===== config.mk =====
export PLATFORM = sky130hd
export DESIGN_NAME = prg_loader_flat
export DESIGN_NICKNAME = d
export VERILOG_FILES = /design/src/design/c16_bus_pkg.sv /design/src/design/c16_map_pkg.sv /design/src/design/mem_req_if.sv /design/src/design/prg_loader.sv /design/src/flat_wrapper.sv
export SDC_FILE = /design/constraint.sdc
export NUM_CORES = 1
export LEC_CHECK = 0
export ABC_CLOCK_PERIOD_IN_PS = 2600
export BUFFER_PORTS_ARGS = -buffer_cell sky130_fd_sc_hd__buf_2
export CORE_MARGIN = 2
export CORE_UTILIZATION = 40
export CTS_CLUSTER_SIZE = 28
export DETAILED_ROUTE_END_ITERATION = 8
export PLACE_DENSITY = 0.68
export SYNTH_ARGS = -nofsm -noshare
export SYNTH_HDL_FRONTEND = slang
export SYNTH_SLANG_ARGS = --single-unit

===== constraint.sdc =====
create_clock -name clk_sys -period 2.6 [get_ports clk_sys]
set_clock_uncertainty 0.15 [all_clocks]
set_input_delay 0.52 -clock clk_sys [delete_from_list [all_inputs] [get_ports clk_sys]]
set_output_delay 0.52 -clock clk_sys [all_outputs]
set_load 0.05 [all_outputs]

===== src/design/c16_bus_pkg.sv =====
////////////////////
// C16 bus package
// Widths of the CPU bus and host download, loader credits and bank fields
////////////////////
package c16_bus_pkg;

	// CPU side
	typedef logic [15:0] addr_t;
	typedef logic [7:0] data_t;

	// Host download offset
	typedef logic [24:0] dl_addr_t;

	// Write-queue slots the PRG loader may hold at once
	localparam int LOADER_CREDITS = 2;
	typedef logic [1:0] credit_t;

	// One field of the Plus/4 bank register
	typedef enum logic [1:0] {
		BANK_BUILTIN = 2'd0,
		BANK_CART    = 2'd1,
		BANK_FUNC    = 2'd2,
		BANK_EMPTY   = 2'd3
	} bank_t;

endpackage


===== src/design/c16_map_pkg.sv =====
////////////////////
// C16 memory map package
// Download indexes, ROM block numbers, address windows and BASIC pointers
////////////////////
package c16_map_pkg;

	// Host download indexes
	localparam logic [7:0] IDX_PRG = 8'h01;
	localparam logic [7:0] IDX_ROM = 8'h03;
	localparam logic [7:0] IDX_CRT = 8'h81;

	// Blocks of a ROM download, taken from offset bits 24..14
	localparam logic [10:0] BLK_KERNAL = 11'd1;
	localparam logic [10:0] BLK_BASIC  = 11'd2;
	localparam logic [10:0] BLK_FUNCL  = 11'd3;
	localparam logic [10:0] BLK_FUNCH  = 11'd4;

	// Blocks of a cartridge download
	localparam logic [10:0] BLK_CART_L = 11'd0;
	localparam logic [10:0] BLK_CART_H = 11'd1;

	localparam int ROM_AW = 14;

	////////////////////
	// CPU address map
	localparam c16_bus_pkg::addr_t LOW_ROM_BASE  = 16'h8000;
	localparam c16_bus_pkg::addr_t HIGH_ROM_BASE = 16'hC000;
	localparam logic [7:0] KERNAL_PAGE = 8'hFC;
	localparam c16_bus_pkg::addr_t IO_FIRST = 16'hFD00;
	localparam c16_bus_pkg::addr_t IO_LAST  = 16'hFF3F;
	localparam logic [11:0] BANK_REG_PAGE = 12'hFDD;
	localparam c16_bus_pkg::addr_t ROM_ON_ADDR  = 16'hFF3E;
	localparam c16_bus_pkg::addr_t ROM_OFF_ADDR = 16'hFF3F;

	// BASIC pointers patched after a PRG load, low byte at even entries
	localparam c16_bus_pkg::addr_t PTR_ADDR [0:7] = '{
		16'h002D, 16'h002E, 16'h002F, 16'h0030,
		16'h0031, 16'h0032, 16'h009D, 16'h009E
	};

	function automatic logic is_io(input c16_bus_pkg::addr_t a);
		return (a >= IO_FIRST) && (a <= IO_LAST);
	endfunction

	// Upper half of the map belongs to ROM while ROM is shown
	function automatic logic rom_window(input c16_bus_pkg::addr_t a, input logic rom_vis);
		return rom_vis && (a >= LOW_ROM_BASE);
	endfunction

endpackage


===== src/design/mem_req_if.sv =====
////////////////////
// Loader write requests
// Credit-based path from the PRG loader into the RAM write queue
////////////////////
`timescale 1ns/1ps

interface mem_req_if;
	import c16_bus_pkg::*;

	logic valid;
	addr_t addr;
	data_t data;
	// One pulse per queued write retired to RAM
	logic credit_ret;

	modport loader (
		output valid, addr, data,
		input credit_ret
	);

	modport arbiter (
		input valid, addr, data,
		output credit_ret
	);

endinterface


===== src/design/prg_loader.sv =====
////////////////////
// PRG loader
// Writes a downloaded program at its load address, then patches
// the BASIC pointers with the end address
////////////////////
`timescale 1ns/1ps

module prg_loader (
	input  logic clk_sys,
	input  logic reset,
	input  logic dl_active_i,
	input  c16_bus_pkg::data_t dl_index_i,
	input  logic dl_valid_i,
	input  c16_bus_pkg::dl_addr_t dl_addr_i,
	input  c16_bus_pkg::data_t dl_data_i,
	output logic dl_wait_o,
	output logic busy_o,
	mem_req_if.loader req
);
	import c16_bus_pkg::*;
	import c16_map_pkg::*;

	addr_t load_addr;
	credit_t credits;
	logic prg_q;
	logic patching;
	logic [2:0] ptr_idx;

	logic prg_now;
	logic accept;
	logic data_wr;
	logic load_end;
	logic patch_wr;

	assign prg_now = dl_active_i && (dl_index_i == IDX_PRG);

	// Hold the host while no queue slot is free
	assign dl_wait_o = prg_now && ((credits == '0) || patching);
	assign accept = prg_now && dl_valid_i && !dl_wait_o;

	// First two bytes are the load address
	assign data_wr = accept && (dl_addr_i > dl_addr_t'(1));

	assign load_end = prg_q && !dl_active_i;
	assign patch_wr = patching && (credits != '0);

	assign req.valid = data_wr || patch_wr;
	assign req.addr = patching ? PTR_ADDR[ptr_idx] : load_addr;
	assign req.data = patching ? (ptr_idx[0] ? load_addr[15:8] : load_addr[7:0]) : dl_data_i;

	// Busy also covers writes still sitting in the arbiter queue
	assign busy_o = patching || load_end || (credits != credit_t'(LOADER_CREDITS));

	////////////////////
	// Credits and pointer walk
	always_ff @(posedge clk_sys) begin
		if (reset) begin
			credits <= credit_t'(LOADER_CREDITS);
			prg_q <= 1'b0;
			patching <= 1'b0;
			ptr_idx <= '0;
		end else begin
			credits <= credits - credit_t'(req.valid) + credit_t'(req.credit_ret);
			prg_q <= prg_now;
			if (load_end) begin
				patching <= 1'b1;
				ptr_idx <= '0;
			end else if (patch_wr) begin
				ptr_idx <= ptr_idx + 3'd1;
				if (ptr_idx == 3'd7) begin
					patching <= 1'b0;
				end
			end
		end
	end

	// Running address, ends up as the end address of the program
	always_ff @(posedge clk_sys) begin
		if (accept && (dl_addr_i == dl_addr_t'(0))) begin
			load_addr[7:0] <= dl_data_i;
		end else if (accept && (dl_addr_i == dl_addr_t'(1))) begin
			load_addr[15:8] <= dl_data_i;
		end else if (data_wr) begin
			load_addr <= load_addr + 16'd1;
		end
	end

endmodule


===== src/flat_wrapper.sv =====
// flat-port wrapper written by rule: the top's interface ports become plain ports
module prg_loader_flat import c16_bus_pkg::*; import c16_map_pkg::*;
  (clk_sys, reset, dl_active_i, dl_index_i, dl_valid_i, dl_addr_i, dl_data_i, dl_wait_o, busy_o, req_valid, req_addr, req_data, req_credit_ret);
  mem_req_if req_i ();
  input  logic clk_sys;
  input  logic reset;
  input  logic dl_active_i;
  input  c16_bus_pkg::data_t dl_index_i;
  input  logic dl_valid_i;
  input  c16_bus_pkg::dl_addr_t dl_addr_i;
  input  c16_bus_pkg::data_t dl_data_i;
  output logic dl_wait_o;
  output logic busy_o;
  output wire logic [$bits(req_i.valid)-1:0] req_valid;
  output wire logic [$bits(req_i.addr)-1:0] req_addr;
  output wire logic [$bits(req_i.data)-1:0] req_data;
  input wire logic [$bits(req_i.credit_ret)-1:0] req_credit_ret;
  assign req_valid = req_i.valid;
  assign req_addr = req_i.addr;
  assign req_data = req_i.data;
  assign req_i.credit_ret = req_credit_ret;
  prg_loader u_core (.clk_sys(clk_sys), .reset(reset), .dl_active_i(dl_active_i), .dl_index_i(dl_index_i), .dl_valid_i(dl_valid_i), .dl_addr_i(dl_addr_i), .dl_data_i(dl_data_i), .dl_wait_o(dl_wait_o), .busy_o(busy_o), .req(req_i));
endmodule

[Yosys cells after proc, flatten, opt, wreduce, memory -nomap -nowiden]
Memory sizes are Yosys's and may differ from the RTL's.
Index checks and enable logic that the tools add are counted.
Storage, ports and cells
  bits in registers: 23
  ROM bits: 128
  memories kept: 1
  output and inout bits: 27
  bits of input ports: 46
Memories
  (no name shown): depth 8, bits a word 16, rd ports 1, clocked after Yosys merged registers in 0, write ports 0, RTL line prg_loader.sv:48  | assign req.addr = patching ? PTR_ADDR[ptr_idx] : load_addr;
Operators by class
  mux-type cells: 12
  $add $sub $neg: 4
  order comparisons: 2
  reductions and logical operators: 26
  bitwise operators: 2
  eq/ne operators: 5
Operators by type and width (number)
  two-way mux 16 bit: 4
  two-way mux 8 bit: 5
  equality test 25 x 1 -> 1 bit, second input constant: 1
  > comparator 25 x 1 -> 1 bit, second input constant: 1
  zero test 25 bit: 1
  adder 16 x 1 -> 16 bit, second input constant: 1
  nonzero test 2 bit: 5
  logical AND 1 bit: 9
  equality test 8 x 1 -> 1 bit, second input constant: 1
  AND reduction 2 bit: 3
  >= comparator 4 bit, second input constant: 1
  logical OR 1 bit: 4
  inverter 3 -> 4 bit: 1
  adder 3 x 1 -> 3 bit, second input constant: 1
  equality test 3 bit, second input constant: 1
  two-way mux 1 bit: 3
  adder 2 x 1 -> 2 bit: 1
  zero test 1 bit: 2
  zero test 2 bit: 1
  != test 2 x 1 -> 1 bit, second input constant: 1
  != test 2 bit, second input constant: 1
  OR reduction 2 bit: 1
  subtractor 2 x 1 -> 2 bit: 1
  inverter 1 bit: 1

[Longest topological paths before layout]
Gate-level depths: netlist of run 1.
  depth after elaboration: 9
  mapped depth: 10
  mapped depth without buffers: 10

[Worst setup path before layout of run 1]
No wires, ideal clock.
  kind: input to register
  start: in dl_index_i[2]
  end: reg u_core.credits[1]
  data required time: 2.333 ns
  setup time: 0.117 ns
  stages on the path: 9
  buffers on the path: 0
  arrival: 3.091 ns
  setup slack: -0.758 ns
  cell sequence: nor4_4 > nand4_1 > o21ai_0 > ha_1 > inv_1 > ha_1 > xor2_1 > xnor2_1 > nand2b_1
On the way
  cells in the longest elaborated chain, start to end: 9
RTL lines
  from (decl): RTL line flat_wrapper.sv:8  | input c16_bus_pkg::data_t dl_index_i;
  equality test 8 x 1 -> 1 bit (*): RTL line prg_loader.sv:35  | assign prg_now = dl_active_i && (dl_index_i == IDX_PRG);
  logical AND 1 bit (*): RTL line prg_loader.sv:35
  logical AND 1 bit: RTL line prg_loader.sv:38  | assign dl_wait_o = prg_now && ((credits == '0) || patching);
  zero test 1 bit: RTL line prg_loader.sv:39  | assign accept = prg_now && dl_valid_i && !dl_wait_o;
  logical AND 1 bit (*): RTL line prg_loader.sv:39
  logical AND 1 bit (*): RTL line prg_loader.sv:42  | assign data_wr = accept && (dl_addr_i > dl_addr_t'(1));
  logical OR 1 bit (*): RTL line prg_loader.sv:47  | assign req.valid = data_wr || patch_wr;
  named net req_valid: RTL line flat_wrapper.sv:14  | output wire logic [$bits(req_i.valid)-1:0] req_valid;
  subtractor 2 x 1 -> 2 bit (*): RTL line prg_loader.sv:63  | credits <= credits - credit_t'(req.valid) + credit_t'(req.credit_ret);
  adder 2 x 1 -> 2 bit (*): RTL line prg_loader.sv:63
  to (signal assigned): RTL line prg_loader.sv:58  | credits <= credit_t'(LOADER_CREDITS);
  to (signal assigned): RTL line prg_loader.sv:63
  to (decl): RTL line prg_loader.sv:24  | credit_t credits;
The timed path passes the listed nets; every way through them passes the cells marked *.
A chain may end at the register's enable or synchronous reset.

[Final worst setup path of run 1]
  start: in dl_index_i[1]
  end: out req_valid
On the way
  cells in the longest elaborated chain, start to end: 7
RTL lines (RTL line)
  equality test 8 x 1 -> 1 bit (*): prg_loader.sv:35
  logical AND 1 bit (*): prg_loader.sv:35
  logical AND 1 bit: prg_loader.sv:38
  zero test 1 bit: prg_loader.sv:39
  logical AND 1 bit (*): prg_loader.sv:39
  logical AND 1 bit (*): prg_loader.sv:42
  logical OR 1 bit (*): prg_loader.sv:47
  to (decl): flat_wrapper.sv:14
Every way passes the cells marked *; elsewhere a longest branch is shown, timed or not.

==> results of run 1 <==
[critical path: cells and delay by family]
kind,cells,cell delay [ps]
buffers and inverters,2,380
AO/OA/AOI/OAI,1,200
AND/OR/NAND/NOR,2,570
[cell usage in the layout (no fill, tap or decap), types with 5 or more instances in the layout]
master    synthesis  final
buf_2             0     72
nor2_1           19     19
edfxtp_1         16     16
mux2i_1          15     15
mux2_2           14     14
nor2b_1          12     12
a21oi_1          11     11
inv_1            10     10
nand3_1           9      9
xnor2_1           9      9
xor2_1            8      8
nor3_1            7      7
ha_1              7      7
buf_4             0      7
dfxtp_1           7      7
nor4_1            6      6
nand2_1           5      5
o21ai_0           6      5
and3_1            5      5
[metrics by stage]
step	hold slack [ps]	std cells	total power, uW	instance area (um2)
floorplan	377.2	184	458.8	1758
global placement	403.7	310	509.9	2217
detailed placement	437.6	310	511.8	2217
CTS	359.9	314	738.1	2262
global route	366.8	314	760.9	2262
finish	366.5	314	726.7	2262
[registers in the layout, indices dropped and copies added (netlist names)]
signal,count
u_core.ptr_idx,3
u_core.patching,1
u_core.load_addr,16
u_core.prg_q,1
u_core.credits,2
[how the worst min path moves through the flow]
stage                 startpoint                end  slack [ps]  cells past startpoint
6_report                   reset  u_core.credits[0]         370                      2
3_3_place_gp   u_core.credits[1]  u_core.credits[1]         400                      2
5_1_grt                    reset  u_core.credits[0]         370                      2
4_1_cts                    reset  u_core.credits[0]         360                      2
3_5_place_dp   u_core.ptr_idx[1]  u_core.ptr_idx[1]         440                      2
2_1_floorplan  u_core.credits[1]  u_core.credits[1]         380                      2
[synth_stat cells]
library cell | instances | share of area [%]
a21oi_1 | 11 | 3.2
and3_1 | 5 | 1.8
buf_1 | 1 | 0.21
clkbuf_1 | 4 | 0.86
dfxtp_1 | 7 | 8.0
edfxtp_1 | 16 | 28
ha_1 | 7 | 5.0
inv_1 | 10 | 2.1
mux2_2 | 14 | 9.0
mux2i_1 | 15 | 8.6
nand2_1 | 5 | 1.1
nand2_2 | 1 | 0.36
nand2b_1 | 1 | 0.36
nand3_1 | 9 | 2.6
nand3_2 | 2 | 1.1
nand4_1 | 3 | 1.1
nor2_1 | 19 | 4.1
nor2b_1 | 12 | 4.3
nor3_1 | 7 | 2.0
nor3b_1 | 1 | 0.43
nor4_1 | 6 | 2.1
nor4_4 | 1 | 1.2
nor4b_4 | 1 | 1.4
nor4bb_1 | 1 | 0.57
o21a_1 | 1 | 0.43
o21ai_0 | 6 | 1.7
o21ai_1 | 1 | 0.29
xnor2_1 | 9 | 4.5
xor2_1 | 8 | 4.0
[cell type report]
cell class                      instances  area (um2)  share of cell area (%)
Multi-Input combinational cell        146        1081                   47.79
Timing Repair Buffer                   79       412.9                   18.25
Sequential cell                        23       620.6                   27.43
Tap cell                               52       65.06                   2.876
Clock buffer                            4       45.04                   1.991
Inverter                               10       37.54                   1.659
[cell families (layout without fill, tap and decap cells)]
logic type,after synthesis,in the layout,share of synthesized area (%)
buffers and inverters,15,93,3.223
DFF,23,23,35.53
adders and majority gates,7,7,5.014
muxes,29,29,17.62
xor gates and xnor gates,17,17,8.525
AOI/OAI and AO/OA,19,19,5.587
and+or+nand+nor,74,74,24.50
[power by group]
| group | switching, uW | internal [uW] |
|---|---|---|
| registers | 4.58 | 389 |
| logic | 64.8 | 43.8 |
| clock network | 115 | 109 |
[metal layers]
metal / wire [um] / part of all wire, % / up-vias / GRT usage, %
met3: 148 / 3.5 / 8 / 3.896
met4: 80 / 1.9 / 0 / 4.915
li1: - / - / 816 / -
met1: 2037 / 48 / 709 / 24.13
met5: 0 / 0 / - / 0
met2: 2004 / 47 / 30 / 29.74
==> reports/qor.csv, run 1 <==
metric;value;unit
cpMostUsedCell;buf_2;
slew_violations;0;
totalWireLength;4270;um
dr.first_iter.drc_count;33;
area_growth;29.51;%
crit_fanout;3;
grt_max_degree;25;
grt_pass1_vias;1543;
setup_tns;0;ps
endpoint;req_valid;
route.vias.total;1563;
cts.sinks;23;
design.die.area;4911;um2
synth_area;1747;um2
clk_pin_slew_worst_paths;80;ps
ant_nets;0;
firstDrtPassIters;4;
end_kind;output port;
viasPerCell;4.978;
final_util;52.68;%
synth.distinct_cells;29;
start_util;40.68;%
ys_seq_elements;23;
cts_buffer_depth;2;
setup_viol;0;
finalWorstSetupSlack;252.3;ps
finalHoldViolCount;0;
fp.dieH;70.08;um
gp_congestion;0.7675;
ir_worst_vdd;200.8;uV
num_rows;24;
post_cts_resized;0;
required;1930;ps
wl_per_cell;13.60;um
syn_inst;184;
ys_seq_area_share;35.53;%
nNetsFinal;316;
worstPathCellList;buf_2, nor4bb_1, nand4_1, o21ai_4, buf_2;
overflow;0;
antenna_found_initial;0;
coreArea;4294;um2
maxCapViolCount;0;
insertion_delay;260;ps
yosysWarnings;0;
max_freq;0.4259;GHz
hold_class;primary input to flop;
status;finished clean;
start_kind;primary input;
criticalPathCategory;primary input to output port;
fillers;428;
reg2reg_slack;440;ps
postSynthAreaPerCell;9.493;um2
htreeDepth;1;
rsz0062_at_grt;false;
antenna-diode-count;0;
reg2reg_to;u_core.credits[1];
hpwl;3455;um
portBuffers;72;
leakage;0.001002;uW
grt_util_all_layers;18.09;%
cellPowerDensity;321.2;nW/um2
rr_startpoint;u_core.credits[1];
root_buffer;clkbuf_8;
arrival;1680;ps
cts_hold_buffers;0;
crit_slowest_cell;nor4bb_1;
cts_tree;yes;
final.period_utilization;90.30;%
die_width;70.08;um
cts_setup_buffers;0;
dp_slack;30.69;ps
drc;0;
syn_nets;237;
r2r_cells;10;
relSlewSlack;61.74;%
startpoint;dl_index_i[1];
worst_path_largest_cell_delay;310;ps
drive_gt1_share;38.93;%
fin_crit;2348;ps
ios;73;
tightest_slew;570.1;ps
cts_buffers;3;
grt_first_pass_wirelength;7176;um
Power figures use the tool's default switching activity.
==> inputs of run 2 (changes only) <==
- BUFFER_PORTS_ARGS: -buffer_cell sky130_fd_sc_hd__buf_2 -> default
- DONT_BUFFER_PORTS: default -> 1
- PLACE_DENSITY: 0.68 -> 0.53
==> run 2 against run 1 <==
  * Setup slack improved by 38 ps
  * Non-clock buffer count decreased by 48
  * Clock-buffer cell count unchanged
  * Cell count decreased by 15%
  * Die area unchanged
  * Design area decreased by 8.0%
  * Sequential share of layout area increased by 2.4 points
  * Fmax increased by 1.7%
  * Via count decreased by 7.0%
  * Clock power about the same
  * Sequential cell count unchanged
  * Critical endpoint is now req_addr[4]
  * Highest routed layer unchanged
==> reports/qor.csv, run 2 (synthesis results as in run 1) <==
metric;value;unit
ir_worst_vdd;148.9;uV
root_buffer;clkbuf_8;
final.period_utilization;88.82;%
worstPathCellList;ha_1, inv_1, ha_1, mux2i_1, buf_4;
cts_setup_buffers;0;
hpwl;3263;um
placedCellCount;262;
end_kind;output port;
drc;0;
highest_layer;met4;
dp_slack;107.9;ps
antenna-diode-count;0;
criticalPathCategory;flop to output port;
ios;73;
drive_gt1_share;25.23;%
grt_first_pass_wirelength;6492;um
largest_reg_flops;16;
cpMostUsedCell;ha_1;
worst_path_largest_cell_delay;580;ps
wl_per_cell;15.34;um
setup_tns;0;ps
htreeDepth;1;
placed_area;2037;um2
slew_violations;0;
top_register;u_core.load_addr;
hold_class;primary input to flop;
relSlewSlack;38.35;%
start_kind;flop;
fp.dieH;70.08;um
ant_nets;0;
firstDrtPassIters;4;
start_util;40.68;%
cts_hold_buffers;0;
totalWireLength;4081;um
grt_max_degree;38;
portBuffers;0;
wl_met3;296;um
viasPerCell;5.462;
setup_viol;0;
finalWorstSetupSlack;290.6;ps
grt_util_all_layers;16.49;%
rsz0062_at_grt;false;
stdcell_count;266;
post_cts_resized;0;
route.vias.total;1453;
max_freq;0.4330;GHz
cellPowerDensity;331.3;nW/um2
fin_crit;2309;ps
dr.first_iter.drc_count;107;
layout_commonest_cell;buf_4;
antenna_found_initial;0;
clk_pin_slew_worst_paths;80;ps
required;1930;ps
nNetsFinal;268;
wl_met2;2025;um
design.die.area;4911;um2
drt-met1-wl;1727;um
layout_common_cells;31 x buf_4, 19 x nor2_1, 16 x edfxtp_1;
crit_fanout;7;
cts.sinks;23;
cts_buffers;3;
overflow;0;
num_rows;24;
finalHoldViolCount;0;
final_util;48.48;%
design_area;2082;um2
cts_buffer_depth;2;
maxCapViolCount;0;
leakage;0.0008297;uW
crit_slowest_cell;dfxtp_1;
grt_pass1_vias;1419;
coreArea;4294;um2
largestRegisters;u_core.load_addr x16, u_core.ptr_idx x3, u_core.credits x2;
die_width;70.08;um
arrival;1640;ps
status;finished clean;
gp_congestion;0.8331;
tightest_slew;924.8;ps
cts_tree;yes;
insertion_delay;260;ps
area_growth;19.20;%
## run 2: layout make-up
cell class	instances	area, um2
multi-input cells	146	1081
repair buffers	31	232.7
fillers	428	2212
well taps	52	65.06
flip-flops and latches	23	620.6
clock buffers	4	45.04
inverters	10	37.54
## run 2: stage by stage
stage	hold slack, ps	power (uW)
floorplan	377.2	458.8
global placement	401.8	476.2
detailed placement	407.5	476.9
CTS	162.7	695.5
global route	160.7	716.6
finish	166.3	689.9
## run 2: final timing paths
check                    start                   to  slack (ps)  depth (start not counted)
min reg2reg  u_core.credits[1]    u_core.credits[1]         430                          2
max reg2reg  u_core.credits[1]  u_core.load_addr[4]         450                          4
max          u_core.ptr_idx[0]          req_addr[4]         290                          5
min                      reset         u_core.prg_q         170                          1
## run 2: power by group
part / internal [uW] / switching (uW) / leakage [uW]
sequential: 389 / 4.03 / 0.000203
combinational: 25.9 / 48.9 / 0.000604
clock: 109 / 112 / 0.0000228
total: 524 / 165 / 0.000830
## run 2: layer usage
metal,track usage (%),vias to the layer above
li1,-,724
met1,19.67,664
met2,29.84,63
met3,3.463,2
met4,4.487,0
met5,0,-
## run 2: critical path, delay by kind of cell, from the launching register on
family	cells	cell delay [ps]
adders and majority gates	2	410
DFF	1	580
buffers and inverters	2	260
muxes	1	130
==> inputs of run 3 (changes only) <==
- CORE_MARGIN: 2 -> 1.5
- CORE_UTILIZATION: 40 -> 55
- PLACE_DENSITY: 0.53 -> 0.69
- SETUP_SLACK_MARGIN: default -> 0.2
==> run 3 against run 2 <==
  * Sequential share of layout area fell by 1.2 points
  * Critical endpoint is now req_valid
  * Global-route usage up 9.5 points
  * Fmax up 1.5%
  * Design area grew 4.3%
  * Core utilization up 23 points
  * Routed wire length is 4.2% higher
  * Critical path depth is the same
==> reports/qor.csv, run 3 (synthesis results as in run 1) <==
metric;value;unit
fin_crit;2275;ps
rsz0062_at_grt;false;
largestRegisters;u_core.load_addr x16, u_core.ptr_idx x3, u_core.credits x2;
end_kind;output port;
start_util;57.69;%
cpLargestDelayFamily;simple AND/OR/NAND/NOR gates;
nNetsFinal;268;
tightest_slew;877.7;ps
hpwl;3303;um
setup_tns;0;ps
drive_gt1_share;29.44;%
area_growth;24.28;%
antenna_found_initial;0;
grt_max_degree;21;
cts_buffer_depth;2;
grt_pass1_vias;1442;
coreArea;3028;um2
overflow;0;
worstPathBufferInverterCount;1;
largest_reg_flops;16;
htreeDepth;1;
status;finished clean;
setup_viol;0;
viasPerCell;5.857;
drc;0;
slew_violations;0;
gp_congestion;0.8159;
firstDrtPassIters;6;
final.period_utilization;87.49;%
fillers;234;
root_buffer;clkbuf_4;
grt_util_all_layers;25.98;%
totalWireLength;4252;um
relSlewSlack;41.49;%
fp.dieH;59.36;um
placedCellCount;254;
required;1930;ps
crit_fanout;5;
dr.first_iter.drc_count;82;
clk_pin_slew_worst_paths;130;ps
insertion_delay;310;ps
route.vias.total;1511;
finalHoldViolCount;0;
cts_tree;yes;
cellPowerDensity;303.0;nW/um2
design.die.area;3523;um2
grt_first_pass_wirelength;6768;um
cts_hold_buffers;0;
layout_commonest_cell;buf_4;
cts_buffers;3;
cts.sinks;23;
ir_worst_vdd;229.2;uV
ios;73;
worst_path_largest_cell_delay;430;ps
worstPathCellList;nor2_1, nor2_1, nand4_1, o21ai_4, buf_4;
stdcell_count;258;
cts_setup_buffers;0;
antenna-diode-count;0;
cpMostUsedCell;nor2_1;
leakage;0.0008580;uW
arrival;1600;ps
totalPowerFinal;657.8;uW
num_rows;20;
layout_common_cells;24 x buf_4, 19 x nor2_1, 16 x edfxtp_1;
max_freq;0.4396;GHz
criticalPathCategory;flop to output port;
die_width;59.36;um
start_kind;flop;
portBuffers;0;
post_cts_resized;0;
worst_hold_slack;105.4;ps
top_register;u_core.load_addr;
wl_per_cell;16.48;um
maxCapViolCount;0;
hold_class;primary input to flop;
ant_nets;0;
crit_slowest_cell;dfxtp_1;
-- run 3: power by group --
| group | total [uW] | internal (uW) | leakage, uW | switching (uW) |
|---|---|---|---|---|
| Clock | 168 | 57.5 | 0.0000177 | 110 |
| Sequential | 394 | 390 | 0.000204 | 4.05 |
| Combinational | 96.2 | 42.8 | 0.000636 | 53.5 |
-- run 3: final timing paths --
path                startpoint                 to  slack (ps)  depth (start not counted)
max          u_core.credits[1]          req_valid         330                          5
min                      reset       u_core.prg_q         110                          1
max reg2reg  u_core.credits[0]  u_core.credits[1]         460                          8
min reg2reg  u_core.credits[1]  u_core.credits[1]         430                          2
-- run 3: per-layer routing --
metal	vias up	part of all wire [%]	GRT usage, %	wire, um
met5	-	0	0	0
met4	0	0.73	7.468	31
met3	4	5.2	4.148	220
met2	59	52	45.37	2192
met1	729	42	32.87	1807
li1	719	-	-	-
-- run 3: final cells by class --
cell class                 instances  area [um2]  area share (%)
timing repair buffer              31       320.3           14.76
clock inverter                     1       5.005          0.2305
inverter                          10       37.54           1.729
sequential                        23       621.8           28.65
clock buffer                       3       22.52           1.037
tap                               44       55.05           2.536
multi-input combinational        146        1109           51.07
-- run 3: metrics by stage --
step           util (%)  instance area (um2)  setup slack (ps)
2_1_floorplan         -                 1780             75.68
3_3_place_gp      70.58                 2137             189.6
3_5_place_dp      70.58                 2137             116.6
4_1_cts           71.49                 2165             244.4
5_1_grt           71.69                 2171             207.3
6_report          71.69                 2171             325.2
